<file path="config.mk">
export PLATFORM = sky130hd
export DESIGN_NAME = tape_player
export DESIGN_NICKNAME = d
export VERILOG_FILES = /design/src/tape/tape_player.sv
export VERILOG_INCLUDE_DIRS = /design/src /design/src/common
export SDC_FILE = /design/constraint.sdc
export NUM_CORES = 1
export LEC_CHECK = 0
export ABC_AREA = 0
export BUFFER_PORTS_ARGS = -buffer_cell sky130_fd_sc_hd__buf_2
export CELL_PAD_IN_SITES_DETAIL_PLACEMENT = 1
export CELL_PAD_IN_SITES_GLOBAL_PLACEMENT = 1
export CORE_ASPECT_RATIO = 1.1
export CORE_MARGIN = 2
export CORE_UTILIZATION = 35
export CTS_CLUSTER_DIAMETER = 200
export DETAILED_ROUTE_END_ITERATION = 8
export HOLD_SLACK_MARGIN = 0.1
export PLACE_DENSITY_LB_ADDON = 0.15
export REMOVE_ABC_BUFFERS = 1
export SYNTH_ARGS = -nofsm -noshare
export SYNTH_HDL_FRONTEND = slang
export SYNTH_SLANG_ARGS = --single-unit
</file>
<file path="constraint.sdc">
create_clock -name clk_sys -period 2.3 [get_ports clk_sys]
set_input_delay 0.115 -clock clk_sys [delete_from_list [all_inputs] [get_ports clk_sys]]
set_output_delay 0.115 -clock clk_sys [all_outputs]
set_load 0.03 [all_outputs]
</file>
<file path="src/common/oric_defines.svh">
//==================================================
// widths, tape depth and tape bit period
// one tape size and one bit rate per build
// the tape address width and the depth must agree
//==================================================
`ifndef ORIC_DEFINES_SVH
`define ORIC_DEFINES_SVH

// tape cache geometry
`define ORIC_TAPE_AW 16
`define ORIC_TAPE_DEPTH 65536
`define ORIC_BYTE_W 8

// sound generator outputs
`define ORIC_VOICE_W 12
`define ORIC_PSG_MIX_W 14

// mixed sample fed to the DACs
`define ORIC_SAMPLE_W 16

// clocks per serial tape bit
`define ORIC_TAPE_BIT_CYCLES 8

`endif

</file>
<file path="src/tape/tape_player.sv">
//==================================================
// serial tape bit from cached bytes, msb first
// first bit appears two clocks after enable rises
// pause holds position and output, rewind restarts
// byte 0 to tape_end_i inclusive, then output 0
//==================================================
`timescale 1ns/1ns
`include "oric_defines.svh"

module tape_player (
	input  logic clk_sys,
	input  logic reset,
	input  logic enable_i,
	input  logic rewind_i,
	input  logic [`ORIC_TAPE_AW-1:0] tape_end_i,
	output logic [`ORIC_TAPE_AW-1:0] play_addr_o,
	input  logic [`ORIC_BYTE_W-1:0] play_data_i,
	output logic tape_bit_o,
	output logic playing_o
);

	localparam int CNT_W = $clog2(`ORIC_TAPE_BIT_CYCLES);
	localparam int IDX_W = $clog2(`ORIC_BYTE_W);
	localparam logic [CNT_W-1:0] LAST_CNT = CNT_W'(`ORIC_TAPE_BIT_CYCLES - 1);
	localparam logic [IDX_W-1:0] LAST_IDX = IDX_W'(`ORIC_BYTE_W - 1);

	// prime waits for the cache read latency
	typedef enum logic [1:0] {
		ST_PRIME,
		ST_LOAD,
		ST_SHIFT,
		ST_DONE
	} play_state_e;

	play_state_e state;
	logic [`ORIC_TAPE_AW-1:0] byte_addr;
	logic [CNT_W-1:0] bit_cnt;
	logic [IDX_W-1:0] bit_idx;
	logic [`ORIC_BYTE_W-1:0] shreg;
	logic last_byte;
	logic bit_end;
	logic byte_end;
	logic load_byte;
	logic shift_bit;

	assign bit_end = (state == ST_SHIFT) && (bit_cnt == LAST_CNT);
	assign byte_end = bit_end && (bit_idx == LAST_IDX);
	assign load_byte = (state == ST_LOAD) || (byte_end && !last_byte);
	assign shift_bit = bit_end && !byte_end;

	//==================================================
	// position and output control
	//==================================================
	always_ff @(posedge clk_sys) begin
		if (reset || rewind_i) begin
			state <= ST_PRIME;
			byte_addr <= '0;
			bit_cnt <= '0;
			bit_idx <= '0;
			last_byte <= 1'b0;
			tape_bit_o <= 1'b0;
			playing_o <= 1'b0;
		end else if (enable_i) begin
			if (state == ST_PRIME) begin
				state <= ST_LOAD;
			end
			if (load_byte) begin
				state <= ST_SHIFT;
				byte_addr <= byte_addr + 1'b1;
				last_byte <= (byte_addr == tape_end_i);
				bit_cnt <= '0;
				bit_idx <= '0;
			end else if (state == ST_SHIFT) begin
				bit_cnt <= bit_end ? '0 : bit_cnt + 1'b1;
				if (shift_bit) begin
					bit_idx <= bit_idx + 1'b1;
				end
				// last bit of the tape-end byte done
				if (byte_end) begin
					state <= ST_DONE;
				end
			end
			tape_bit_o <= (state == ST_SHIFT) ? shreg[`ORIC_BYTE_W-1] : 1'b0;
			playing_o <= (state == ST_SHIFT);
		end
	end

	// shift register, payload only
	always_ff @(posedge clk_sys) begin
		if (!reset && !rewind_i && enable_i) begin
			if (load_byte) begin
				shreg <= play_data_i;
			end else if (shift_bit) begin
				shreg <= {shreg[`ORIC_BYTE_W-2:0], 1'b0};
			end
		end
	end

	assign play_addr_o = byte_addr;

endmodule

</file>
Word-level counts from Yosys, hierarchy flattened
Cells that the tools add are included.

operators by class
  reductions and logical operators = 19
  $add $sub $neg = 3
  mux-type cells = 13
  equal/unequal tests = 5

operators with widths
  kind                                                                   count
  3-bit two-way mux                                                      6
  16-bit by 1-bit adder with 16-bit output, second input constant        1
  16-bit equality test                                                   1
  8-bit two-way mux                                                      2
  2-bit two-way mux                                                      4
  3-bit by 1-bit adder with 3-bit output, second input constant          2
  3-bit equality test, second input constant                             2
  1-bit logical AND                                                      6
  2-bit AND reduction                                                    3
  1-bit logical NOT                                                      4
  2-bit nonzero test                                                     2
  3-bit AND reduction                                                    1
  2-bit by 1-bit equality test with 1-bit output, second input constant  1
  2-bit equality test, second input constant                             1
  2-bit logical NOT                                                      1
  1-bit logical OR                                                       2
  1-bit two-way mux                                                      1

storage, ports and cells
  output and inout port bits = 18
  register bits after elaboration = 35

Longest topological paths before layout
  word-level depth = 8
  depth in mapped cells = 8

Worst setup path after synthesis
Ideal clock, no wire load.

  kind = register -> register
  start point = reg bit_cnt[0]
  end point = reg shreg[0], enable pin
  slack = 162 ps
  data arrival time = 1763 ps
  stages on the path, launching flop included = 8
  path through = dfxtp_1 -> ha_1 -> ha_1 -> and4b_1 -> a21oi_2 -> buf_6 -> buf_2 -> a21oi_1

between the ends
  word-level cells in the longest chain between the ends = 7
  elaborated cells on any way between the ends = 9
  classes of those cells = 1 x eq/ne; 8 x reduce/logical

RTL lines
  element                                                 RTL line                              RTL
  start, declared                                         tape_player.sv:37                     logic [CNT_W-1:0] bit_cnt;
  start signal, assigned                                  tape_player.sv:74                     bit_cnt <= bit_end ? '0 : bit_cnt + 1'b1;
  3-bit equality test (*)                                 tape_player.sv:46                     assign bit_end = (state == ST_SHIFT) && (bit_cnt == LAST_CNT);
  1-bit logical AND (*)                                   tape_player.sv:46
  1-bit logical AND                                       tape_player.sv:47                     assign byte_end = bit_end && (bit_idx == LAST_IDX);
  1-bit logical AND or 1-bit logical NOT (tied branches)  tape_player.sv:48, tape_player.sv:49
  1-bit logical OR or 1-bit logical AND (tied branches)   tape_player.sv:48, tape_player.sv:49
  2-bit nonzero test (no source line) (*)                 --
  2-bit AND reduction (no source line) (*)                --
  end signal, assigned                                    tape_player.sv:92                     shreg <= play_data_i;
  end signal, assigned                                    tape_player.sv:94                     shreg <= {shreg[`ORIC_BYTE_W-2:0], 1'b0};
  end, declared                                           tape_player.sv:39                     logic [`ORIC_BYTE_W-1:0] shreg;

Every way passes the cells marked *; elsewhere a longest branch is shown, timed or not.
A chain may end at the register's enable or synchronous reset.

Worst setup path in the final report
  start point = reg bit_cnt[0]
  end point = reg byte_addr[9], in the netlist play_addr_o[9]

between the ends
  word-level cells in the longest chain between the ends = 6

RTL lines
  element                               RTL line           RTL
  3-bit equality test                   tape_player.sv:46
  1-bit logical AND                     tape_player.sv:46
  1-bit logical AND                     tape_player.sv:47
  1-bit logical AND                     tape_player.sv:48  assign load_byte = (state == ST_LOAD) || (byte_end && !last_byte);
  1-bit logical OR                      tape_player.sv:48
  2-bit AND reduction (no source line)  --
  end signal, assigned                  tape_player.sv:69  byte_addr <= byte_addr + 1'b1;
  end, declared                         tape_player.sv:36  logic [`ORIC_TAPE_AW-1:0] byte_addr;

No other way between the ends.

==> summary.txt <==
Run status
  • Status: complete, no violations

STA
  • Worst-Margin Slew: 0.558 ns
  • Final hold vios: 0
  • Final Cycle Share: 89.4%
  • Final-report max-slew violation count: 0
  • Setup TNS Final: 0 ns
  • Slew HR: 62.8%
  • Fmax: 0.487 GHz
  • Unrepaired setup endpoints after global routing: no
  • Minimum clock period: 2.06 ns
  • Clock Skew: 0.00399 ns
  • Final setup fails: 0

Logic synthesis
  • Post-synth cell types: 43
  • Post-synthesis area per instance: 9.46 um^2
  • Sequential share of the synthesized area: 41.9%
  • Post-Syn Instances: 197
  • Predominant post-synthesis flop cell: dfxtp_1
  • Synth area leaders: dfxtp_1, edfxtp_1, xor2_1, a21oi_1, mux2_2
  • Area leader, netlist: dfxtp_1
  • #FFs+latches synth: 35
  • Ys async rst share: 0%
  • Post-Synthesis Cell Area: 0.00186 mm^2
  • Commonest cells post-synth: dfxtp_1, a21oi_1, nand3_1, xor2_1, nand2_1
  • Yosys warnings: 0
  • EDFF count, synth: 8
  • Count leader, synth: dfxtp_1
  • Post-synth top area share: 29.0%

Pwr
  • Leakage power: 0.000899 uW
  • Total power: 1150 uW
  • VDD IR max: 0.297 mV
  • Power per cell area: 512 mW/mm^2

GRT
  • Tot GR Track Use: 17.1%
  • First-pass GRT wire length: 7710 um
  • Vias in the first global route: 1602
  • Grt total ovfl: 0
  • Largest net degree at the start of global routing: 33
  • Initial antenna violation count: 0

Route
  • DRT iter0 DRCs: 60
  • Total number of vias: 1661
  • DR pass1 iterations: 4
  • Final wirelength: 4800 um
  • Routed WL per cell: 15.8 um
  • Vias/cell: 5.48
  • DR DRC count: 0
  • Detail Route Antenna Nets: 0

Clock tree
  • TritonCTS clock tree: done
  • PostCTS Resize Cnt: 0
  • Clock Sinks: 35
  • Clk Latency, worst-skew pair: 0.29 ns
  • Clock tree buffer depth: 2
  • Clock root buffer master: clkbuf_8
  • Clock slew seen by the registers of the worst setup and hold paths: 0.07 ns
  • Htree depth: 2
  • CTS Buf Count: 5

Finish
  • Layout fillers: 613
  • Layout cells sized above 1: 27.8%
  • Area of the multi-input gates: 0.00102 mm^2
  • Nets: 277
  • Post-route cell area: 0.00225 mm^2
  • Ant. Diodes: 0
  • Area growth, synth to finish: 20.6%
  • Sequential cell area: 781 um^2

Critical path
  • CP endpoint kind: register
  • CP arrival: 2.27 ns
  • CP Max Fanout: 32
  • Crit path launch type: register
  • Critical setup path kind: register to register
  • Data required time of the critical path: 2.51 ns
  • Crit path launch: bit_cnt[0]
  • Reg-to-Reg Start: bit_cnt[0]

Die
  • Die Height: 80.5 um
  • Core footprint: 0.00507 mm^2
  • Die Area: 0.00593 mm^2
  • Die extent in x: 73.6 um
  • Number of placement rows: 27
  • Initial Utilization: 36.8%
  • I/O pin total: 46

Placed design
  • IO buf count: 45
  • Placed Area: 0.00216 mm^2
  • DP HPWL: 3440 um
  • RePlAce Congestion: 0.735

Hold path
  • Worst min path class: input pin to register
  • Hold Path Origin: play_data_i[1]

Job
  • Max Cap Viol: 0
[logic make-up after synthesis]
family / share of synthesized area [%]
adders and majority gates: 3.36
muxes: 4.23
buffers and inverters: 3.36
xor gates and xnor gates: 7.99
DFF: 41.9
and+or+nand+nor: 23.3
AOI/OAI and AO/OA: 15.9
[placed cells by master (no fill, tap or decap), drive strengths merged, types with 3 or more instances in the layout]
cell type and instances:
a21oi 24, buf 50, clkbuf 7, dfxtp 27, edfxtp 8, ha 5
mux2 7, nand2 12, nand2b 5, nand3 15, nand4 4, nor2 5
nor3 3, nor4 4, o21ai 5, o31ai 8, or3 5, or4 6
xor2 15
[critical path: stages (launching register included)]
cell and delay [ns]:
dfxtp_1 0.37, ha_1 0.17, ha_1 0.26, and4b_1 0.27, a21oi_2 0.08, buf_12 0.17
or4_1 0.50, a21oi_1 0.16
[stage by stage]
stage	cells	setup WS, ns	hold WS, ns	utilization [%]
detailed placement	294	0.260	0.401	42.6
global placement	294	0.317	0.405	42.6
finish	303	0.245	0.124	44.4
global route	303	0.0971	0.121	44.4
CTS	303	0.234	0.112	44.4
floorplan	186	0.0218	0.260	-
[path summary, 6_finish.rpt]
check	endpoint	slack [ns]	cells after the start
worst max-delay path	play_addr_o[9]	0.24	7
worst min-delay path	shreg[1]	0.12	2
worst max register to register	play_addr_o[9]	0.24	7
worst min register to register	playing_o	0.47	2
[where the power goes]
| part | total, uW | switching, uW | internal [uW] |
|---|---|---|---|
| clock | 436 | 223 | 213 |
| combinational | 83.1 | 42.6 | 40.4 |
| sequential | 633 | 3.30 | 630 |
| total | 1150 | 269 | 883 |
[layout make-up]
cell class              count  share of cell area, %
flip-flops and latches     35                   34.7
inverters                   2                  0.334
multi-input cells         149                   45.4
repair buffers             51                   12.7
clock buffers               7                   3.39
well taps                  58                   3.23
clock inverters             1                  0.223
[sequential cells by signal (all words and copies together), names as in the netlist]
register and count:
last_byte 1, bit_idx 3, tape_bit_o 1, playing_o 1, bit_cnt 3, shreg 8, play_addr_o 16, state 2
[metal layers]
| metal | vias up | track usage, % | part of all wire (%) |
|---|---|---|---|
| li1 | 825 | - | - |
| met1 | 801 | 23.6 | 50 |
| met2 | 29 | 25.4 | 44 |
| met3 | 6 | 4.77 | 4.2 |
| met4 | 0 | 5.64 | 1.3 |
| met5 | - | 0 | 0 |
[what timing repair did]
| action | CTS | global route |
|---|---|---|
| endpoints found under the hold margin | 1 | 0 |
| hold buffers | 1 | 0 |
| buffers inserted | 0 | 0 |
(Power assumes the default switching activity.)
