===== src/common/oric_defines.svh =====
//==================================================
// widths, tape depth and tape bit period
// one tape size and one bit rate per build
// the tape address width and the depth must agree
//==================================================
`ifndef ORIC_DEFINES_SVH
`define ORIC_DEFINES_SVH

// tape cache geometry
`define ORIC_TAPE_AW 16
`define ORIC_TAPE_DEPTH 65536
`define ORIC_BYTE_W 8

// sound generator outputs
`define ORIC_VOICE_W 12
`define ORIC_PSG_MIX_W 14

// mixed sample fed to the DACs
`define ORIC_SAMPLE_W 16

// clocks per serial tape bit
`define ORIC_TAPE_BIT_CYCLES 8

`endif


===== src/common/oric_pkg.sv =====
//==================================================
// shared types of the tape and sound path
// wishbone classic only, no stall and no error
// stereo code 3 acts as ACB, volume code 3 as HIGH
//==================================================
`include "oric_defines.svh"

package oric_pkg;

	// wishbone classic request from the host
	typedef struct packed {
		logic cyc;
		logic stb;
		logic we;
		logic [`ORIC_TAPE_AW-1:0] adr;
		logic [`ORIC_BYTE_W-1:0] dat;
	} wb_req_t;

	// response, read data valid with ack
	typedef struct packed {
		logic ack;
		logic [`ORIC_BYTE_W-1:0] dat;
	} wb_rsp_t;

	// three voices plus the chip's own mono mix
	typedef struct packed {
		logic [`ORIC_VOICE_W-1:0] a;
		logic [`ORIC_VOICE_W-1:0] b;
		logic [`ORIC_VOICE_W-1:0] c;
		logic [`ORIC_PSG_MIX_W-1:0] mix;
	} psg_voices_t;

	typedef enum logic [1:0] {
		MONO = 2'd0,
		ABC  = 2'd1,
		ACB  = 2'd2
	} stereo_mode_e;

	typedef enum logic [1:0] {
		MUTE = 2'd0,
		LOW  = 2'd1,
		HIGH = 2'd2
	} tape_volume_e;

	// cassette controls from the machine and the menu
	typedef struct packed {
		logic motor;
		logic use_adc;
		logic rewind;
		tape_volume_e volume;
	} tape_ctrl_t;

	typedef struct packed {
		logic [`ORIC_SAMPLE_W-1:0] left;
		logic [`ORIC_SAMPLE_W-1:0] right;
	} audio_sample_t;

endpackage


===== src/audio/audio_mixer.sv =====
//==================================================
// voice mixing by stereo mode plus tape sound
// output registered one clock after the inputs
// sums wrap modulo 2^16, no clipping
//==================================================
`timescale 1ns/1ns
`include "oric_defines.svh"

module audio_mixer (
	input  logic clk_sys,
	input  logic reset,
	input  oric_pkg::psg_voices_t voices_i,
	input  oric_pkg::stereo_mode_e stereo_i,
	input  oric_pkg::tape_volume_e volume_i,
	input  logic tape_bit_i,
	output oric_pkg::audio_sample_t sample_o
);

	localparam int SUM_W = `ORIC_VOICE_W + 1;

	logic [SUM_W-1:0] sum_ab;
	logic [SUM_W-1:0] sum_ac;
	logic [SUM_W-1:0] sum_bc;
	logic [`ORIC_SAMPLE_W-1:0] mix_l;
	logic [`ORIC_SAMPLE_W-1:0] mix_r;
	logic [`ORIC_SAMPLE_W-1:0] tape_snd;

	// pair sums keep the carry
	assign sum_ab = {1'b0, voices_i.a} + {1'b0, voices_i.b};
	assign sum_ac = {1'b0, voices_i.a} + {1'b0, voices_i.c};
	assign sum_bc = {1'b0, voices_i.b} + {1'b0, voices_i.c};

	always_comb begin
		case (stereo_i)
			oric_pkg::MONO: begin
				mix_l = {voices_i.mix, 2'b00};
				mix_r = {voices_i.mix, 2'b00};
			end
			oric_pkg::ABC: begin
				mix_l = {sum_ab, 3'b000};
				mix_r = {sum_bc, 3'b000};
			end
			// ACB and the spare code
			default: begin
				mix_l = {sum_ac, 3'b000};
				mix_r = {sum_bc, 3'b000};
			end
		endcase
	end

	// tape click level
	always_comb begin
		case (volume_i)
			oric_pkg::MUTE: tape_snd = '0;
			oric_pkg::LOW:  tape_snd = {9'd0, tape_bit_i, 6'd0};
			default:        tape_snd = {8'd0, tape_bit_i, 7'd0};
		endcase
	end

	always_ff @(posedge clk_sys) begin
		if (reset) begin
			sample_o <= '0;
		end else begin
			sample_o.left <= mix_l + tape_snd;
			sample_o.right <= mix_r + tape_snd;
		end
	end

endmodule


===== config.mk =====
export PLATFORM = sky130hd
export DESIGN_NAME = audio_mixer
export DESIGN_NICKNAME = d
export VERILOG_FILES = /design/src/common/oric_pkg.sv /design/src/audio/audio_mixer.sv
export VERILOG_INCLUDE_DIRS = /design/src /design/src/common
export SDC_FILE = /design/constraint.sdc
export NUM_CORES = 1
export LEC_CHECK = 0
export BUFFER_PORTS_ARGS = -buffer_cell sky130_fd_sc_hd__buf_2
export CAP_MARGIN = 15
export CORE_MARGIN = 2
export CORE_UTILIZATION = 40
export CTS_BUF_LIST = sky130_fd_sc_hd__clkbuf_8
export DETAILED_ROUTE_END_ITERATION = 16
export PLACE_DENSITY = 0.68
export SETUP_SLACK_MARGIN = 0.3
export SLEW_MARGIN = 40
export SYNTH_ARGS = -nofsm -noshare
export SYNTH_HDL_FRONTEND = slang
export SYNTH_SLANG_ARGS = --single-unit

===== constraint.sdc =====
create_clock -name clk_sys -period 3.45 [get_ports clk_sys]
set_input_delay 0.5175 -clock clk_sys [delete_from_list [all_inputs] [get_ports clk_sys]]
set_output_delay 0.5175 -clock clk_sys [all_outputs]
set_load 0.02 [all_outputs]

Word-level counts from Yosys, hierarchy flattened:

Index checks and enable logic that the tools add are counted.

* bits of input ports: 57
* flip-flop bits (word level): 32
* output and inout bits: 32
* word-level logic and storage cells: 14

* multiplexer cells: 3
* reduce and logical (&&, ||, !) cells: 2
* equality and inequality tests: 2
* add/sub/neg operators: 5

Operators by type and width (number)
* $add 12x12->13: 3
* $add 16x16->16: 2
* $pmux 16 s2: 1
* $mux 16: 1
* $pmux 8 s2: 1
* $eq 2x1->1 const B: 2
* $logic_not 2->1: 2

Depth between registers and ports, before layout:

Gate-level depths: netlist (run 1).

* word-level depth: 3
* mapped depth: 17
* gate-level depth less buffers: 16

Least setup slack after synthesis (run 1):

No wires, ideal clock.

* kind: input to register
* start: input port stereo_i[0]
* end: register sample_o[30] (netlist bit)
* required time: 3.322 ns
* data arrival time: 3.560 ns
* setup time: 0.128 ns
* path buffers: 1
* slack: -0.238 ns
* stages: 17
* cells stage by stage: nor2b_1 clkbuf_1 mux2_2 ha_1 inv_1 fa_1 nand3b_1 nand2_1 xor2_1 nand2_1 nand2_1 inv_1 fa_1 nand4b_1 nor3_1 xor2_1 nor2_1

* word-level cells in the longest chain between the ends: 3
* elaborated cells between the ends (all ways): 4
* classes of those cells: 1 x add/sub; 1 x eq/ne; 1 x mux; 1 x reduce/logical

RTL lines
* start: declaration: RTL line audio_mixer.sv:13 `input oric_pkg::stereo_mode_e stereo_i,`
* $eq 2x1->1 or $logic_not 2->1 (tied branches): RTL line audio_mixer.sv:34 `case (stereo_i)`
* $pmux 16 s2 (*): RTL line audio_mixer.sv:34
* $add 16x16->16 (*): RTL line audio_mixer.sv:64 `sample_o.left <= mix_l + tape_snd;`
* end: declaration: RTL line audio_mixer.sv:16 `output oric_pkg::audio_sample_t sample_o`

Every way passes the cells marked *; elsewhere a longest branch is shown, timed or not.
A chain may end at the register's enable or synchronous reset.

Final worst setup path (run 1):

Ends and elaborated chain as after synthesis.

==> impl_metrics.env, run 1 <==
export IMPL_fin_crit_sh_pct=91.3
export IMPL_synth_edff_count=0
export IMPL_synth_distinct_cells=57
export IMPL_max_freq_mhz=318
export IMPL_ant_nets=0
export IMPL_cts_made_buffers=3
export IMPL_p_sw_mw=0.471
export IMPL_yosysTopAreaCell="dfxtp_1"
export IMPL_dieHeight_um=85.3
export IMPL_ys_ff_latch=27
export IMPL_criticalPathCategory="input pin to flip-flop"
export IMPL_seq_area_frac_synth_pct=20.4
export IMPL_dp_cells=495
export IMPL_fp_row_count=29
export IMPL_grt_overflow=0
export IMPL_cts_root_buffer="clkbuf_8"
export IMPL_period_needed_ns=3.15
export IMPL_pwr_share_comb_pct=55.4
export IMPL_hold_start="voices_i[0]"
export IMPL_io_pins=89
export IMPL_hold_class="input pin to flip-flop"
export IMPL_yosysWarnings=0
export IMPL_setup_viol_count_final=0
export IMPL_grt_setup_unrepaired="yes"
export IMPL_drt_pass1_iter_count=4
export IMPL_cts_path_max_buffers=2
export IMPL_critPathLaunch="stereo_i[0]"
export IMPL_end_kind="flip-flop"
export IMPL_drc=0
export IMPL_grt_start_max_net_pins=29
export IMPL_grt_pass1_wl_um=11200
export IMPL_htreeDepth=1
export IMPL_cts_tree="yes"
export IMPL_dp_hpwl_um=5760
export IMPL_crit_end="sample_o[30]"
export IMPL_dieArea_sq_um=7280
export IMPL_grt_pass1_vias=2476
export IMPL_seqCellArea_sq_um=541
export IMPL_syn_to_final_growth_pct=33.9
export IMPL_synth_ff_type="dfxtp_1"
export IMPL_drv_cap=0
export IMPL_portBuffers=84
export IMPL_power_frac_clock_pct=14.7
export IMPL_dr_first_iter_drc_count=106
export IMPL_power_density_nw_per_um2=340
export IMPL_reg_top3="sample_o x27"
export IMPL_multi_input_area_sq_um=2170
export IMPL_vias=2689
export IMPL_intPower_mw=0.734
export IMPL_report_final_hold_viol_count=0
export IMPL_placed_area_sq_um=3330
export IMPL_synthCells=322
export IMPL_via_per_inst=5.34
export IMPL_drive_above_1_share_pct=38.9
export IMPL_core_area_sq_um=6390
export IMPL_cts_hold_buf=0
export IMPL_p_seq_share_pct=29.9
export IMPL_wl_um=6960
export IMPL_syn_area_per_cell_sq_um=8.21
export IMPL_fill_cells=590
export IMPL_swShare_pct=39.1
export IMPL_synthesis_area_sq_um=2650
export IMPL_run_status="completed"
export IMPL_largest_register="sample_o"
export IMPL_critPathLaunchType="input pin"
export IMPL_largest_reg_flops=27
export IMPL_clock_sinks=27
export IMPL_initial_core_util_pct=41.4
export IMPL_drv_slew=0
export IMPL_yosysTopAreaCellShare_pct=20.4
export IMPL_antenna_found_initial=0
export IMPL_gr_usage_all_layers_pct=18.7
export IMPL_required_ns=3.60
export IMPL_stdcell_area_sq_um=3540
export IMPL_synth_top_cells_by_area="dfxtp_1 20%, ha_1 14%, mux2_2 5.5%, nor2_1 4.5%, a21oi_1 4.4%"
export IMPL_avgRoutedWirePerCell_um=13.8
export IMPL_yosys_top_cells_count="32 x nor2_1, 30 x ha_1, 28 x nand2_1"
export IMPL_path_clk_slew_ns=0.09
export IMPL_synth_async_reset_ratio_pct=0
export IMPL_synth_most_common_cell="nor2_1"
export IMPL_stdcell_count=504
export IMPL_layout_nets=519
export IMPL_die_w_um=85.3
export IMPL_finalWeightedCongestion=0.912
export IMPL_n_antenna_cell=0
export IMPL_cp_arrival_ns=3.30
export IMPL_critPathMaxFanout=3
export IMPL_ir_drop_uv=227
export IMPL_p_leak_nw=1.73
==> per-stage QoR <==
| stage | TNS (ns) | utilization (%) | hold WS, ns | power (mW) | setup slack, ns |
|---|---|---|---|---|---|
| finish | 0 | 55.5 | 0.496 | 1.21 | 0.301 |
| global route | 0 | 55.5 | 0.493 | 1.29 | 0.151 |
| CTS | 0 | 53.1 | 0.493 | 1.17 | 0.290 |
| detailed placement | -0.203 | 52.2 | 0.791 | 0.984 | -0.0831 |
| global placement | -0.0727 | 52.2 | 0.786 | 0.973 | -0.0397 |
| floorplan | 0 | - | 0.676 | 0.785 | 0.274 |
==> worst min path at each step <==
stage,to,cells past startpoint,slack (ns)
6_report,sample_o[18],2,0.50
2_1_floorplan,sample_o[19],2,0.68
3_3_place_gp,sample_o[18],2,0.79
5_1_grt,sample_o[18],2,0.49
3_5_place_dp,sample_o[18],2,0.79
4_1_cts,sample_o[18],2,0.49
==> power groups by stage <==
stage | clock (mW) | sequential, mW | combinational (mW)
floorplan | 0 | 0.424 | 0.361
global placement | 0 | 0.368 | 0.605
detailed placement | 0 | 0.369 | 0.615
CTS | 0.182 | 0.361 | 0.623
global route | 0.198 | 0.366 | 0.730
finish | 0.177 | 0.361 | 0.667
==> critical path: stages <==
cell,delay [ns]
buf_8,0.10
nor2b_4,0.13
buf_6,0.12
mux2_4,0.20
ha_4,0.14
inv_2,0.04
fa_2,0.34
nand3b_1,0.19
nand2_1,0.09
xor2_1,0.14
nand2_1,0.09
nand2_2,0.11
inv_2,0.04
fa_2,0.37
nand4b_1,0.25
nor3_2,0.21
xor2_1,0.15
nor2_1,0.05
==> cell families after synthesis <==
family | share of synthesized area (%)
other cells | 0.142
xor+xnor | 7.62
fa+ha+maj | 17.2
buf+inv | 4.12
mux | 6.86
compound gates | 22.7
simple gates | 20.9
flops | 20.4
==> layout by cell type, fill, tap and decap left out, drive strengths merged, types with 2 or more instances in the layout <==
cell     Yosys  routed
conb         1       4
and3         7       7
xor2        13      13
nand4        2       2
fa           4       4
a31oi        3       3
o31a         3       3
a2111oi      3       3
nor2        33      33
mux2        14      14
a211o        2       2
nand3        7       7
mux2i        2       2
nor2b        7       7
xnor2       10      10
nand2b       2       2
or2          2       2
o21ai       11      11
inv          9       9
a211oi       4       4
and2         5       5
o31ai        6       6
a21oi       23      23
a21o        13      13
nor3         5       5
o21bai       4       4
o21a         3       3
nor4         4       4
nand2       28      28
dfxtp       27      27
buf          6     113
clkbuf       9       3
nor3b        3       3
ha          30      30
or3          3       3
==> what timing repair did <==
action	CTS	global route
pin swaps	1	14
endpoints found under the setup margin	3	7
buffers inserted	0	5
gates resized for setup	4	28
==> final cells by class <==
| type | instances | share of cell area (%) |
|---|---|---|
| multi-input cells | 274 | 61.2 |
| repair buffers | 113 | 18.6 |
| flip-flops and latches | 27 | 15.3 |
| well taps | 77 | 2.72 |
| clock buffers | 3 | 1.17 |
| inverters | 9 | 0.954 |
| clock inverters | 1 | 0.141 |
==> routing by layer <==
| layer | share of wire, % | global-route usage [%] |
|---|---|---|
| met1 | 45 | 24.0 |
| met5 | 0 | 0 |
| met2 | 49 | 33.0 |
| met3 | 4.4 | 1.56 |
| met4 | 1.6 | 5.63 |
Power figures use the tool's default switching activity.
==> run 2: changes to the inputs <==
--- a/config.mk
+++ b/config.mk
@@ -6,13 +6,13 @@
 export SDC_FILE = /design/constraint.sdc
 export NUM_CORES = 1
 export LEC_CHECK = 0
+export ABC_AREA = 1
 export BUFFER_PORTS_ARGS = -buffer_cell sky130_fd_sc_hd__buf_2
 export CAP_MARGIN = 15
-export CORE_MARGIN = 2
+export CORE_MARGIN = 5
 export CORE_UTILIZATION = 40
-export CTS_BUF_LIST = sky130_fd_sc_hd__clkbuf_8
 export DETAILED_ROUTE_END_ITERATION = 16
-export PLACE_DENSITY = 0.68
+export PLACE_DENSITY = 0.67
 export SETUP_SLACK_MARGIN = 0.3
 export SLEW_MARGIN = 40
 export SYNTH_ARGS = -nofsm -noshare
==> run 2 against run 1 <==
Net effect: utilization fell by 4.4 points; sequential power fell by 1%; first-iteration DRC count rose by 21%; via count rose by 19%; global-route usage fell by 1.3 points; highest routed layer unchanged; wire length rose by 16%; count of clock-buffer cells in the layout did not move; area after synthesis rose by 13%; combinational power fell by 5.8%; critical path type unchanged.
==> impl_metrics.env, run 2 <==
export IMPL_ys_ff_latch=27
export IMPL_cp_arrival_ns=3.16
export IMPL_dieArea_sq_um=9320
export IMPL_ir_drop_uv=128
export IMPL_n_antenna_cell=0
export IMPL_synth_top_cells_by_area="dfxtp_1 18%, nand2_1 17%, ha_1 13%, inv_1 8.3%, nor2_1 5.9%"
export IMPL_fill_cells=746
export IMPL_wl_um=8050
export IMPL_final_cell_mix="134 x nand2_1, 83 x buf_2, 63 x inv_1"
export IMPL_critPathMaxFanout=6
export IMPL_crit_family="simple AND/OR/NAND/NOR gates"
export IMPL_synth_top_family_by_area="simple AND/OR/NAND/NOR gates"
export IMPL_yosys_top_cells_count="135 x nand2_1, 66 x inv_1, 47 x nor2_1"
export IMPL_dp_hpwl_um=6870
export IMPL_cts_made_buffers=3
export IMPL_avgRoutedWirePerCell_um=12.2
export IMPL_critPathLaunchType="input pin"
export IMPL_synth_most_common_cell="nand2_1"
export IMPL_report_final_hold_viol_count=0
export IMPL_drive_above_1_share_pct=29.5
export IMPL_critPathBufInv=5
export IMPL_io_pins=89
export IMPL_dr_first_iter_drc_count=128
export IMPL_fin_crit_sh_pct=87.0
export IMPL_synthCells=474
export IMPL_largest_reg_flops=27
export IMPL_synth_async_reset_ratio_pct=0
export IMPL_yosysTopAreaCellShare_pct=18.1
export IMPL_worst_slack_ns=0.449
export IMPL_finalWeightedCongestion=0.906
export IMPL_required_ns=3.60
export IMPL_antenna_found_initial=0
export IMPL_seqCellArea_sq_um=541
export IMPL_run_status="completed"
export IMPL_cts_root_buffer="clkbuf_8"
export IMPL_via_per_inst=4.85
export IMPL_cts_path_max_buffers=2
export IMPL_drc=0
export IMPL_max_freq_mhz=333
export IMPL_drt_pass1_iter_count=4
export IMPL_layout_nets=655
export IMPL_grt_setup_unrepaired="no"
export IMPL_end_kind="flip-flop"
export IMPL_cp_cell_sequence="buf_4 > inv_4 > nand2_4 > mux2_4 > ha_4 > or2_1 > and2_4 > xor2_2 > mux2i_1 > inv_1 > ha_2 > inv_1 > fa_2 > inv_2 > nand3_4 > nor3_4 > nand2_1 > nand2_1 > a21oi_1"
export IMPL_grt_pass1_vias=2962
export IMPL_fp_row_count=31
export IMPL_vias=3213
export IMPL_criticalPathCategory="input pin to flip-flop"
export IMPL_finalPower_mw=1.16
export IMPL_grt_start_max_net_pins=25
export IMPL_ant_nets=0
export IMPL_synth_distinct_cells=37
export IMPL_dieHeight_um=96.5
export IMPL_power_density_nw_per_um2=313
export IMPL_critPathSlowestCell="mux2_4"
export IMPL_mostFrequentLayoutCell="nand2_1"
export IMPL_dp_cells=655
export IMPL_grt_pass1_wl_um=12800
export IMPL_path_clk_slew_ns=0.08
export IMPL_initial_core_util_pct=41.3
export IMPL_slowest_delay_ns=0.33
export IMPL_synthesis_area_sq_um=2990
export IMPL_reg_top3="sample_o x27"
export IMPL_yosysWarnings=0
export IMPL_syn_area_per_cell_sq_um=6.32
export IMPL_whs_ns=0.475
export IMPL_setup_viol_count_final=0
export IMPL_largest_register="sample_o"
export IMPL_synth_ff_type="dfxtp_1"
export IMPL_syn_to_final_growth_pct=23.8
export IMPL_cts_hold_buf=0
export IMPL_synth_edff_count=0
export IMPL_synth_compound_area_share_pct=9.95
export IMPL_cts_tree="yes"
export IMPL_period_needed_ns=3.00
export IMPL_hold_class="input pin to flip-flop"
export IMPL_yosysTopAreaCell="dfxtp_1"
export IMPL_htreeDepth=1
export IMPL_synthXorXnorAreaFrac_pct=0.293
export IMPL_drv_cap=0
export IMPL_clock_sinks=27
export IMPL_synth_adder_area_share_pct=15.2
export IMPL_drv_slew=0
export IMPL_seq_area_frac_synth_pct=18.1
export IMPL_core_area_sq_um=7250
export IMPL_portBuffers=84
export IMPL_dp_slack_ns=-0.0577
export IMPL_synth_mux_area_share_pct=4.47
export IMPL_grt_overflow=0
export IMPL_synth_simple_area_share_pct=40.4
export IMPL_stdcell_count=662
export IMPL_die_w_um=96.5
export IMPL_gr_usage_all_layers_pct=17.4
export IMPL_multi_input_area_sq_um=2210
export IMPL_p_leak_nw=2.11
run 2: cell types whose count changed in the layout (fill, tap and decap cells not counted), sizes merged, moves of 5 or more:
cell / previous run / this run
o21ai: 11 / 18
nand4: 2 / 7
a21o: 13 / 2
a21oi: 23 / 32
o31ai: 6 / 0
xnor2: 10 / 0
and3: 7 / 0
nand3: 7 / 42
buf: 113 / 93
nor2b: 7 / 0
inv: 9 / 71
xor2: 13 / 1
nor2: 33 / 55
nand2: 28 / 146
run 2: final timing paths:
kind / cells past startpoint / startpoint / slack, ns / end
max: 19 / stereo_i[1] / 0.45 / sample_o[28]
min: 3 / voices_i[0] / 0.47 / sample_o[18]
run 2: logic make-up (layout without fill, tap and decap cells):
group,Yosys count,after routing
simple gates,260,260
buf+inv,84,170
compound gates,55,55
fa+ha+maj,34,34
flops,27,27
mux,12,12
other cells,1,4
xor+xnor,1,1
run 2: metrics by stage:
stage          instance area, sq um  setup TNS [ns]  util [%]
5_1_grt                        3710               0      51.1
2_1_floorplan                  3040               0         -
3_3_place_gp                   3570               0      49.2
4_1_cts                        3620               0      49.9
6_report                       3710               0      51.1
3_5_place_dp                   3570          -0.134      49.2
run 2: tightest hold or removal path, cell delays in order:
cell,delay (ns)
buf_2,0.10
nand2_1,0.05
nor2_1,0.04
run 2: area by class of cell:
type | instances | share of cell area (%)
repair buffers | 93 | 13.6
clock inverters | 1 | 0.135
flip-flops and latches | 27 | 14.6
multi-input cells | 366 | 59.7
clock buffers | 3 | 1.11
inverters | 73 | 7.59
well taps | 99 | 3.34
run 2: report_power, final:
| part | internal, mW | switching, mW | total [mW] |
|---|---|---|---|
| registers | 0.349 | 0.00711 | 0.357 |
| clock network | 0.0809 | 0.0945 | 0.175 |
| logic | 0.235 | 0.393 | 0.628 |
| total | 0.665 | 0.495 | 1.16 |
run 2: repair_timing:
action	CTS	global route
pin swaps	0	6
setup endpoints to repair	4	6
buffers inserted	0	3
resized for setup	2	20
run 2: routing by layer:
metal / share of wire, % / GRT usage (%)
met1: 43 / 21.1
met3: 4.2 / 0.620
met4: 1.9 / 5.37
met2: 51 / 32.9
met5: 0 / 0
