<file path="src/common/oric_defines.svh">
//==================================================
// widths, tape depth and tape bit period
// one tape size and one bit rate per build
// the tape address width and the depth must agree
//==================================================
`ifndef ORIC_DEFINES_SVH
`define ORIC_DEFINES_SVH

// tape cache geometry
`define ORIC_TAPE_AW 16
`define ORIC_TAPE_DEPTH 65536
`define ORIC_BYTE_W 8

// sound generator outputs
`define ORIC_VOICE_W 12
`define ORIC_PSG_MIX_W 14

// mixed sample fed to the DACs
`define ORIC_SAMPLE_W 16

// clocks per serial tape bit
`define ORIC_TAPE_BIT_CYCLES 8

`endif

</file>
<file path="src/audio/sigma_delta_dac.sv">
//==================================================
// first-order 1-bit DAC for one channel
// over 2^16 clocks the count of ones equals the sample
//==================================================
`timescale 1ns/1ns
`include "oric_defines.svh"

module sigma_delta_dac (
	input  logic clk_sys,
	input  logic reset,
	input  logic [`ORIC_SAMPLE_W-1:0] sample_i,
	output logic dac_o
);

	logic [`ORIC_SAMPLE_W:0] acc;

	// carry out of the low bits is the pulse
	always_ff @(posedge clk_sys) begin
		if (reset) begin
			acc <= '0;
		end else begin
			acc <= {1'b0, acc[`ORIC_SAMPLE_W-1:0]} + {1'b0, sample_i};
		end
	end

	assign dac_o = acc[`ORIC_SAMPLE_W];

endmodule

</file>
<file path="config.mk">
export PLATFORM = sky130hd
export DESIGN_NAME = sigma_delta_dac
export DESIGN_NICKNAME = d
export VERILOG_FILES = /design/src/audio/sigma_delta_dac.sv
export VERILOG_INCLUDE_DIRS = /design/src /design/src/common
export SDC_FILE = /design/constraint.sdc
export NUM_CORES = 1
export LEC_CHECK = 0
export ABC_CLOCK_PERIOD_IN_PS = 2100
export BUFFER_PORTS_ARGS = -buffer_cell sky130_fd_sc_hd__buf_4
export CELL_PAD_IN_SITES_DETAIL_PLACEMENT = 1
export CELL_PAD_IN_SITES_GLOBAL_PLACEMENT = 2
export CORE_MARGIN = 2
export CORE_UTILIZATION = 30
export DETAILED_ROUTE_END_ITERATION = 7
export PLACE_DENSITY_LB_ADDON = 0.1
export SETUP_SLACK_MARGIN = 0.05
export SLEW_MARGIN = 20
export SYNTH_ARGS = -nofsm -noshare
export SYNTH_HDL_FRONTEND = slang
export SYNTH_SLANG_ARGS = --single-unit
export TNS_END_PERCENT = 20
</file>
<file path="constraint.sdc">
create_clock -name clk_sys -period 2.1 [get_ports clk_sys]
set_input_delay 0.105 -clock clk_sys [delete_from_list [all_inputs] [get_ports clk_sys]]
set_output_delay 0.105 -clock clk_sys [all_outputs]
set_load 0.1 [all_outputs]
</file>
### After elaboration in Yosys (flattened, before gate mapping)

Cells that the tools add are included.

| cells by class | value |
|---|---|
| $mul | 0 |
| reduce and logical (&&, ||, !) cells | 0 |
| $lt $le $gt $ge | 0 |
| equality and inequality tests | 0 |
| shifts and indexed selects | 0 |
| $add $sub $neg | 1 |
| mux-type cells | 0 |
| div/mod/pow operators | 0 |
| bitwise gates (word level) | 0 |

Operator list:

| kind | count |
|---|---|
| adder 16 x 16 -> 17 bit | 1 |

| storage, ports and cells | value |
|---|---|
| bits in latches | 0 |
| memory bits (read-only) | 0 |
| RAM bits | 0 |
| output and inout bits | 1 |
| memories kept | 0 |
| register bits after elaboration | 17 |
| bits of input ports | 18 |

### Longest topological paths before layout

Gate-level depths: netlist of run 1.

| logic depth | value |
|---|---|
| word-level depth | 1 |
| depth in mapped cells | 7 |
| mapped depth without buffers | 7 |

### Least setup slack after synthesis of run 1

Ideal clock, no wire load.

| timing path | value |
|---|---|
| path type | reg-to-reg |
| start | register acc[0] |
| end | register acc[10] |
| arrival | 2,009 ps |
| stages on the path, launching flop included | 8 |
| slack | -32 ps |
| required time | 1,977 ps |
| setup time | 123 ps |
| cell sequence | dfxtp_1 -> ha_1 -> fa_1 -> a21o_1 -> a31oi_2 -> nor3_1 -> a311oi_1 -> mux2_1 |

| between the ends | value |
|---|---|
| cells in the longest elaborated chain, start to end | 1 |

Ends and longest elaborated chain:

| element | line | source |
|---|---|---|
| start, declared | sigma_delta_dac.sv:15 | `` logic [`ORIC_SAMPLE_W:0] acc; `` |
| start signal, assigned | sigma_delta_dac.sv:22 | `` acc <= {1'b0, acc[`ORIC_SAMPLE_W-1:0]} + {1'b0, sample_i}; `` |
| adder 16 x 16 -> 17 bit | sigma_delta_dac.sv:22 |  |

Every way passes these cells.
A chain may end at the register's enable or synchronous reset.

### Worst setup path after layout of run 1

Same ends and word-level chain as after synthesis.

==> qor.yml, run 1 <==
final.min_clock_period_ns: 2.026
busiest_layer: "met2"
finalSetupViolations: 0
first_pass_iters: 4
min_path_cells: 2
rsz0062_at_grt: "true"
regMostFlops: "acc"
synth_top_area_share: 0.2912
p_int_mw: 1.150
drive_gt1_frac: 0.2733
multi_input_area_um2: 842.1
met3_usage: 0.02044
synthArstFlopShare: 0
ys_ff_latch: 17
cts_root_buffer: "clkbuf_8"
start_kind: "flip-flop"
ys_types: 40
num_rows: 22
arrival_ns: 2.17
cp_max_fo: 5
timing.final.ws_setup_ns: 0.07431
hpwl_mm: 2.242
fp.dieH_um: 66.42
maxCapViolations: 0
reg2reg_depth: 7
grt_max_degree: 23
met2_usage: 0.2450
grt_pass1_wl_mm: 4.926
fin_crit_sh: 0.9646
power.leakage_nw: 0.6650
synth.area.top_cells: "dfxtp_1, ha_1, a21oi_1"
drtIter0Drc: 40
vias: 1077
slew_headroom: 0.7381
antenna_found_initial: 0
syn_inst: 135
clk_latency_ns: 0.26
hold_violations: 0
cp-end-kind: "flip-flop"
hold_path.class: "in2reg"
crit_chain: "ha_2 > fa_2 > a21o_1 > a31oi_4 > nor3_2 > a311oi_2 > mux2_1"
cts_buffer_depth: 2
yosys_warnings: 0
final_cell_mix: "buf_4, dfxtp_1, nor2_1, a21oi_1, ha_1"
seq_power_share: 0.248
path_clk_slew_ns: 0.07
post-route-util: 0.4030
synth_edf_count: 0
wl_per_cell_um: 13.88
hold_slack_ns: 0.1847
synth_flop_cell: "dfxtp_1"
power.density_nw_per_um2: 1330
num_io_pins: 19
seqCellArea_um2: 340.3
dieArea_um2: 4411
initial_core_util: 0.3145
clock-sinks: 17
viasPerCell: 5.153
ir_drop_uv: 395.1
core_area_um2: 3716
port_buffers: 18
num_antenna_cells: 0
final_common_cell: "buf_4"
track_usage: 0.1468
htreeDepth: 1
ant_nets: 0
synth_fp_nets: 170
max_freq_ghz: 0.4937
power_switching_mw: 0.8420
fin_worst_skew_ns: 0.003575
status: "completed"
yosysTopAreaCell: "dfxtp_1"
routed_wl_mm: 2.900
worst_slew_pin_slew_ns: 0.3914
grt_use_met1: 0.1876
grt_pass1_vias: 1084
avgSynthCellArea_um2: 8.656
switching_share: 0.4227
cts_tree: "done"
nNetsFinal: 197
dp_slack_ns: -0.07608
worst-setup-path-type: "reg2reg"
largestRegisters: "acc (17)"
worstPathRequired_ns: 2.24
syn-cell-area_um2: 1169
hold_buffers: 0
dieWidth_um: 66.42
p_total_mw: 1.992
pwr-share-clk: 0.128
numCtsBuffers: 3
drcViolationCount: 0
finalMaxSlewViolations: 0
gp_congestion: 0.7572
yosysSeqAreaShare: 0.2912
num-fill-cells: 453
largest_reg_flops: 17
crit_slowest_cell: "fa_2"
p_comb_frac: 0.624
slowest_delay_ns: 0.36
gr-total-overflow: 0
syn_to_final_growth_pct: 28.16
==> logic make-up (layout without fill, tap and decap cells) <==
kind of cell | after synthesis | after routing | share of synthesized area
flops | 17 | 17 | 0.2912
xor+xnor | 8 | 8 | 0.05996
fa+ha+maj | 17 | 17 | 0.1884
simple gates | 38 | 38 | 0.1553
compound gates | 42 | 42 | 0.2302
buf+inv | 8 | 34 | 0.02783
mux | 5 | 5 | 0.04711
==> worst max-delay path: cells and delay by family, from the launching register on <==
| family | cells | cell delay, ns |
|---|---|---|
| simple gates | 1 | 0.09 |
| flops | 1 | 0.30 |
| mux | 1 | 0.34 |
| fa+ha+maj | 2 | 0.54 |
| compound gates | 3 | 0.65 |
==> worst paths after layout <==
path,from,endpoint,slack [ns]
worst max-delay path,acc[0]$_SDFF_PP0_,acc[10]$_SDFF_PP0_,0.07
worst max register to register,acc[0]$_SDFF_PP0_,acc[10]$_SDFF_PP0_,0.07
worst min register to register,acc[0]$_SDFF_PP0_,acc[0]$_SDFF_PP0_,0.59
worst min-delay path,reset,acc[5]$_SDFF_PP0_,0.18
==> final cells by class <==
class | instances | share of cell area
multi-input combinational | 110 | 0.5622
tap | 48 | 0.04010
timing repair buffer | 26 | 0.1303
clock buffer | 4 | 0.03008
sequential | 17 | 0.2272
inverter | 4 | 0.01003
==> repair_timing <==
| item | in CTS | in global routing |
|---|---|---|
| buffers inserted | 1 | 0 |
| resized for setup | 3 | 8 |
| endpoints found under the setup margin | 4 | 5 |
| pin swaps | 3 | 4 |
==> metrics by stage <==
step	cells	setup TNS, ns	area, um2
2_1_floorplan	135	0	1177
3_3_place_gp	204	-0.05186	1408
3_5_place_dp	204	-0.1193	1408
4_1_cts	209	0	1470
5_1_grt	209	-0.01618	1498
6_report	209	0	1498
==> routing by layer <==
| metal | share of wire | vias to the layer above |
|---|---|---|
| li1 | - | 544 |
| met1 | 0.47 | 507 |
| met2 | 0.47 | 21 |
| met3 | 0.041 | 5 |
| met5 | 0 | - |
| met4 | 0.015 | 0 |
==> power by group through the flow <==
stage          sequential, mW  clock (mW)  combinational, mW
6_report                0.494       0.255               1.24
5_1_grt                 0.510       0.285               1.39
4_1_cts                 0.496       0.267               1.21
3_5_place_dp            0.502           0               1.18
3_3_place_gp            0.498           0               1.16
2_1_floorplan           0.534           0              0.837
==> synth_stat cells (2+ instances only) <==
master and count:
a21o_1 3, a21oi_1 15, a311oi_1 2, clkbuf_1 2, dfxtp_1 17, ha_1 16
inv_1 4, mux2_2 3, nand2_1 6, nand3_1 2, nor2_1 16, nor2b_1 5
o211ai_1 2, o21ai_0 6, o22ai_1 3, o31ai_1 2, or3_1 2, xnor2_1 3
xor2_1 5
(Power assumes the default switching activity.)
==> run 2: changes to the inputs <==
--- a/config.mk
+++ b/config.mk
@@ -8,10 +8,8 @@
 export LEC_CHECK = 0
 export ABC_CLOCK_PERIOD_IN_PS = 2100
 export BUFFER_PORTS_ARGS = -buffer_cell sky130_fd_sc_hd__buf_4
-export CELL_PAD_IN_SITES_DETAIL_PLACEMENT = 1
-export CELL_PAD_IN_SITES_GLOBAL_PLACEMENT = 2
 export CORE_MARGIN = 2
-export CORE_UTILIZATION = 30
+export CORE_UTILIZATION = 50
 export DETAILED_ROUTE_END_ITERATION = 7
 export PLACE_DENSITY_LB_ADDON = 0.1
 export SETUP_SLACK_MARGIN = 0.05
==> constraint.sdc (replaced) <==
create_clock -name clk_sys -period 2.1 [get_ports clk_sys]
set_input_delay 0.105 -clock clk_sys [delete_from_list [all_inputs] [get_ports clk_sys]]
set_output_delay 0.105 -clock clk_sys [all_outputs]
set_load 0.01 [all_outputs]
==> run 2 against run 1 <==
Clock power down 25%. Sequential power about the same. Non-clock buffer count up 1. Via count down 3.4%. Cell count down 9.1%. Sequential share of layout area up 0.71 points. Count of clock-buffer cells in the layout unchanged. Register-to-register slack about the same. Worst setup slack better by 0.015 ns. Critical endpoint unchanged. Largest cell class unchanged. Largest power group unchanged.
==> qor.yml, run 2 (same netlist as run 1, synthesis figures left out) <==
power.leakage_nw: 0.6663  # +0.19%
path_clk_slew_ns: 0.11  # +0.04 ns
drtIter0Drc: 10  # -75%
drcViolationCount: 0  # unchanged
num_rows: 17  # -23%
hold_path.class: "in2reg"
cts_root_buffer: "clkbuf_4"
antenna_found_initial: 0  # unchanged
num-fill-cells: 214  # -53%
fin_worst_skew_ns: 0.007738  # +0.004163 ns
worst-setup-path-type: "reg2reg"
switching_share: 0.4139  # -0.008809
numCtsBuffers: 3  # unchanged
drive_gt1_frac: 0.2593  # -0.01403
p_total_mw: 1.822  # -8.5%
multi_input_area_um2: 837.1  # -0.59%
grt_pass1_vias: 960  # -11%
syn_to_final_growth_pct: 24.73
grt_max_degree: 23  # unchanged
timing.critical_path.from: "acc[0]$_SDFF_PP0_"
arrival_ns: 2.20  # +0.03 ns
cts_tree: "done"
p_comb_frac: 0.624  # about the same
layout.cells.non_filler: 190  # -9.1%
gp_congestion: 0.8442  # +11%
wl_per_cell_um: 12.43  # -10%
timing.rr.start: "acc[0]$_SDFF_PP0_"
gr-total-overflow: 0  # unchanged
cp_max_fo: 3  # -2
max_freq_ghz: 0.4973  # +0.74%
dp_slack_ns: -0.04064  # +0.03544 ns
routed_wl_mm: 2.361  # -19%
status: "completed"
finalMaxSlewViolations: 0  # unchanged
vias: 1040  # -3.4%
power.density_nw_per_um2: 1250  # -6.0%
dieArea_um2: 2740  # -38%
track_usage: 0.1916  # +0.04486
hold_slack_ns: 0.1299  # -0.05486 ns
hold_violations: 0  # unchanged
core_area_um2: 2212  # -40%
worst_slew_pin_slew_ns: 0.3445  # -0.04682 ns
num_antenna_cells: 0  # unchanged
largestRegisters: "acc (17)"
fp.dieH_um: 52.35  # -21%
hp-start: "reset"
power_switching_mw: 0.7543  # -10%
cp-end-kind: "flip-flop"
finalSetupViolations: 0  # unchanged
grt_pass1_wl_mm: 3.905  # -21%
seqCellArea_um2: 341.6  # +0.37%
htreeDepth: 1  # unchanged
viasPerCell: 5.474  # +6.2%
post-route-util: 0.6589  # +0.2559
largest_reg_flops: 17  # unchanged
clk_latency_ns: 0.30  # +0.04 ns
pwr-share-clk: 0.105  # -0.023
dieWidth_um: 52.35  # -21%
regMostFlops: "acc"
worstPathRequired_ns: 2.29  # +0.05 ns
cts_buffer_depth: 2  # unchanged
nNetsFinal: 198  # +0.51%
final_common_cell: "buf_4"
rsz0062_at_grt: "true"
clock-sinks: 17  # unchanged
final_cell_mix: "buf_4, nor2_1, dfxtp_1, a21oi_1, ha_1"
first_pass_iters: 4  # unchanged
port_buffers: 18  # unchanged
initial_core_util: 0.5283  # +0.2138
timing.final.ws_setup_ns: 0.08919  # +0.01488 ns
hpwl_mm: 1.793  # -20%
num_io_pins: 19  # unchanged
ant_nets: 0  # unchanged
slew_headroom: 0.7698  # +0.03168
final.min_clock_period_ns: 2.011  # -0.01488 ns
dp_cells: 182  # -11%
start_kind: "flip-flop"
seq_power_share: 0.271  # +0.023
p_int_mw: 1.068  # -7.1%
ir_drop_uv: 667.0  # +69%
fin_crit_sh: 0.9575  # -0.007086
maxCapViolations: 0  # unchanged
[run 2: layout make-up]
| cell class | instances | share of cell area |
|---|---|---|
| Timing Repair Buffer | 27 | 0.1391 |
| Tap cell | 28 | 0.02403 |
| Sequential cell | 17 | 0.2343 |
| Inverter | 4 | 0.01030 |
| Clock buffer | 4 | 0.01803 |
| Multi-Input combinational cell | 110 | 0.5742 |
[run 2: layer usage]
metal,global-route usage,part of all wire,up-vias
met5,0,0,-
met4,0.07692,0.011,0
met3,0.02571,0.026,4
met2,0.3208,0.48,15
met1,0.2465,0.49,475
li1,-,-,546
[run 2: timing repair]
item,CTS,global route
hold buffers,0,0
setup endpoints to repair,3,4
gates resized for setup,5,3
buffers inserted,2,2
pin swaps,5,5
[run 2: power groups by stage]
| stage | combinational [mW] | sequential, mW | clock [mW] |
|---|---|---|---|
| floorplan | 0.837 | 0.493 | 0 |
| finish | 1.14 | 0.494 | 0.190 |
| detailed placement | 1.07 | 0.503 | 0 |
| global placement | 1.05 | 0.498 | 0 |
| CTS | 1.09 | 0.497 | 0.192 |
| global route | 1.28 | 0.506 | 0.203 |
[run 2: worst paths after layout]
| kind | end | slack, ns | depth (start not counted) |
|---|---|---|---|
| max | acc[10]$_SDFF_PP0_ | 0.09 | 7 |
| min reg2reg | acc[0]$_SDFF_PP0_ | 0.59 | 2 |
| min | acc[7]$_SDFF_PP0_ | 0.13 | 2 |
| max reg2reg | acc[10]$_SDFF_PP0_ | 0.09 | 7 |
[run 2: through the flow]
stage / cell area, um2 / TNS [ns]
2_1_floorplan: 1177 / 0
3_3_place_gp: 1368 / -0.01592
3_5_place_dp: 1368 / -0.07437
4_1_cts: 1430 / 0
5_1_grt: 1458 / 0
6_report: 1458 / 0
[run 2: worst max-delay path, stage by stage (launching register included)]
cell and delay (ns):
dfxtp_2 0.34, ha_4 0.15, fa_2 0.33, a21o_1 0.20, a31oi_4 0.20, nor3_2 0.06, a311oi_2 0.29, mux2_1 0.34
==> run 3: changes to the inputs <==
==> constraint.sdc (replaced) <==
create_clock -name clk_sys -period 2.1 [get_ports clk_sys]
set_input_delay 0.21 -clock clk_sys [delete_from_list [all_inputs] [get_ports clk_sys]]
set_output_delay 0.21 -clock clk_sys [all_outputs]
set_load 0.01 [all_outputs]
==> run 3 against run 2 <==
Maximum frequency is 0.79% higher. Worst setup slack better by 0.016 ns. Die area stayed put. Core utilization is 0.11 points higher. Design area is 0.17% higher. Via count is 0.48% higher. Global-route usage is 0.35 points higher. Count of clock-buffer cells in the layout stayed put. Total power is 0.53% higher. Clock skew is 0.0041 ns lower. Flip-flop and latch count stayed put. Non-clock buffer count is 1 lower. Highest routed layer unchanged.
==> qor.yml, run 3 (same netlist as run 1, synthesis figures left out) <==
clock-sinks: 17  # unchanged
antenna_found_initial: 0  # unchanged
critPathBufInv: 0  # unchanged
worst_slew_pin_slew_ns: 0.3705  # +0.02592 ns
status: "completed"
num_io_pins: 19  # unchanged
hpwl_mm: 1.856  # +3.5%
final_cell_mix: "buf_4, nor2_1, dfxtp_1, a21oi_1, ha_1"
r2r_setup_slack_ns: 0.10  # +0.02 ns
r2r_end: "acc[10]$_SDFF_PP0_"
dieWidth_um: 52.35  # unchanged
gr-total-overflow: 0  # unchanged
clk_latency_ns: 0.29  # about the same
num_rows: 17  # unchanged
slowest_delay_ns: 0.38  # +0.04 ns
hold_buffers: 0  # unchanged
finalSetupViolations: 0  # unchanged
path_clk_slew_ns: 0.10  # about the same
cp-end-kind: "flip-flop"
fin_crit_sh: 0.9500  # -0.007497
seq_power_share: 0.270  # about the same
worstPathRequired_ns: 2.28  # about the same
power.leakage_nw: 0.6575  # -1.3%
start_kind: "flip-flop"
cts_tree: "done"
core_area_um2: 2212  # unchanged
dieArea_um2: 2740  # unchanged
p_int_mw: 1.078  # +0.95%
p_comb_frac: 0.633  # +0.009
crit_chain: "ha_4 > fa_2 > a21o_1 > a31oi_4 > nor3_2 > a311oi_2 > mux2_1"
crit_family: "compound AO/OA/AOI/OAI gates"
wl_per_cell_um: 12.52  # +0.74%
largest_reg_flops: 17  # unchanged
drcViolationCount: 0  # unchanged
pwr-share-clk: 0.097  # -0.008
initial_core_util: 0.5283  # unchanged
htreeDepth: 1  # unchanged
viasPerCell: 5.529  # +1.0%
reg2reg_depth: 7  # unchanged
drive_gt1_frac: 0.2733  # +0.01403
final.min_clock_period_ns: 1.995  # -0.01574 ns
arrival_ns: 2.18  # -0.02 ns
hp-start: "reset"
drtIter0Drc: 13  # +3
slew_headroom: 0.7521  # -0.01770
grt_max_degree: 23  # unchanged
power.density_nw_per_um2: 1255  # +0.35%
largestRegisters: "acc (17)"
first_pass_iters: 4  # unchanged
port_buffers: 18  # unchanged
fin_worst_skew_ns: 0.003673  # -0.004065 ns
max_freq_ghz: 0.5012  # +0.79%
cts_root_buffer: "clkbuf_4"
track_usage: 0.1951  # +0.003491
timing.rr.start: "acc[0]$_SDFF_PP0_"
grt_pass1_wl_mm: 4.043  # +3.5%
hold_path.class: "in2reg"
worst_hold_path.endpoint: "acc[5]$_SDFF_PP0_"
hold_violations: 0  # unchanged
cts_buffer_depth: 2  # unchanged
routed_wl_mm: 2.366  # +0.21%
ir_drop_uv: 695.2  # +4.2%
crit_slowest_cell: "fa_2"
min_path_cells: 2  # unchanged
syn_to_final_growth_pct: 24.95
worst-setup-path-type: "reg2reg"
num_antenna_cells: 0  # unchanged
numCtsBuffers: 3  # unchanged
nNetsFinal: 197  # -0.51%
p_total_mw: 1.832  # +0.53%
final_common_cell: "buf_4"
hold_slack_ns: 0.2547  # +0.1248 ns
cp_max_fo: 3  # unchanged
ant_nets: 0  # unchanged
maxCapViolations: 0  # unchanged
vias: 1045  # +0.48%
regMostFlops: "acc"
fp.dieH_um: 52.35  # unchanged
power_switching_mw: 0.7537  # about the same
switching_share: 0.4114  # -0.002480
rsz0062_at_grt: "true"
grt_pass1_vias: 1013  # +5.5%
gp_congestion: 0.8762  # +3.8%
finalMaxSlewViolations: 0  # unchanged
## run 3: cell types whose count changed in the layout (fill, tap and decap cells not counted), sizes merged
cell	change
buf	-1
## run 3: power by group through the flow
stage          registers [mW]  logic, mW  clock network [mW]
2_1_floorplan           0.493      0.837                   0
3_3_place_gp            0.498       1.07                   0
3_5_place_dp            0.504       1.08                   0
4_1_cts                 0.498       1.12               0.182
5_1_grt                 0.505       1.31               0.195
6_report                0.495       1.16               0.177
## run 3: timing repair
item,4_1_cts,5_1_grt
setup endpoints to repair,3,4
setup buffers,2,0
pin swaps,5,5
gates resized for setup,5,7
cloned,0,0
## run 3: area by class of cell
type / count / area [um2]
Multi-Input combinational cell: 110 / 847.1
Fill cell: 210 / 752.0
Sequential cell: 17 / 341.6
Timing Repair Buffer: 26 / 195.2
Tap cell: 28 / 35.03
Clock buffer: 4 / 26.28
Inverter: 4 / 15.01
## run 3: per-stage QoR
stage	setup WS [ns]	TNS, ns	cells	util	cell area, um2
after global placement	-0.06284	-0.1089	183	0.6216	1375
after global routing	0.02450	0	189	0.6601	1460
after floorplan	0.05996	0	135	-	1177
after CTS	0.03998	0	189	0.6499	1438
final	0.1049	0	189	0.6601	1460
after detailed placement	-0.07539	-0.1490	183	0.6216	1375
## run 3: how the worst max path moves through the flow
stage	startpoint	cells past startpoint	slack [ns]	end
after floorplan	acc[0]$_SDFF_PP0_	7	0.06	acc[10]$_SDFF_PP0_
after global placement	sample_i[0]	8	-0.06	acc[10]$_SDFF_PP0_
after detailed placement	sample_i[0]	8	-0.08	acc[10]$_SDFF_PP0_
after CTS	acc[0]$_SDFF_PP0_	7	0.04	acc[10]$_SDFF_PP0_
after global routing	acc[0]$_SDFF_PP0_	7	0.02	acc[10]$_SDFF_PP0_
final	acc[0]$_SDFF_PP0_	7	0.10	acc[10]$_SDFF_PP0_
## run 3: layer usage
| layer | up-vias | track usage | part of all wire |
|---|---|---|---|
| met2 | 11 | 0.3458 | 0.50 |
| li1 | 546 | - | - |
| met4 | 0 | 0.08547 | 0.013 |
| met5 | - | 0 | 0 |
| met3 | 4 | 0.02857 | 0.023 |
| met1 | 484 | 0.2298 | 0.46 |
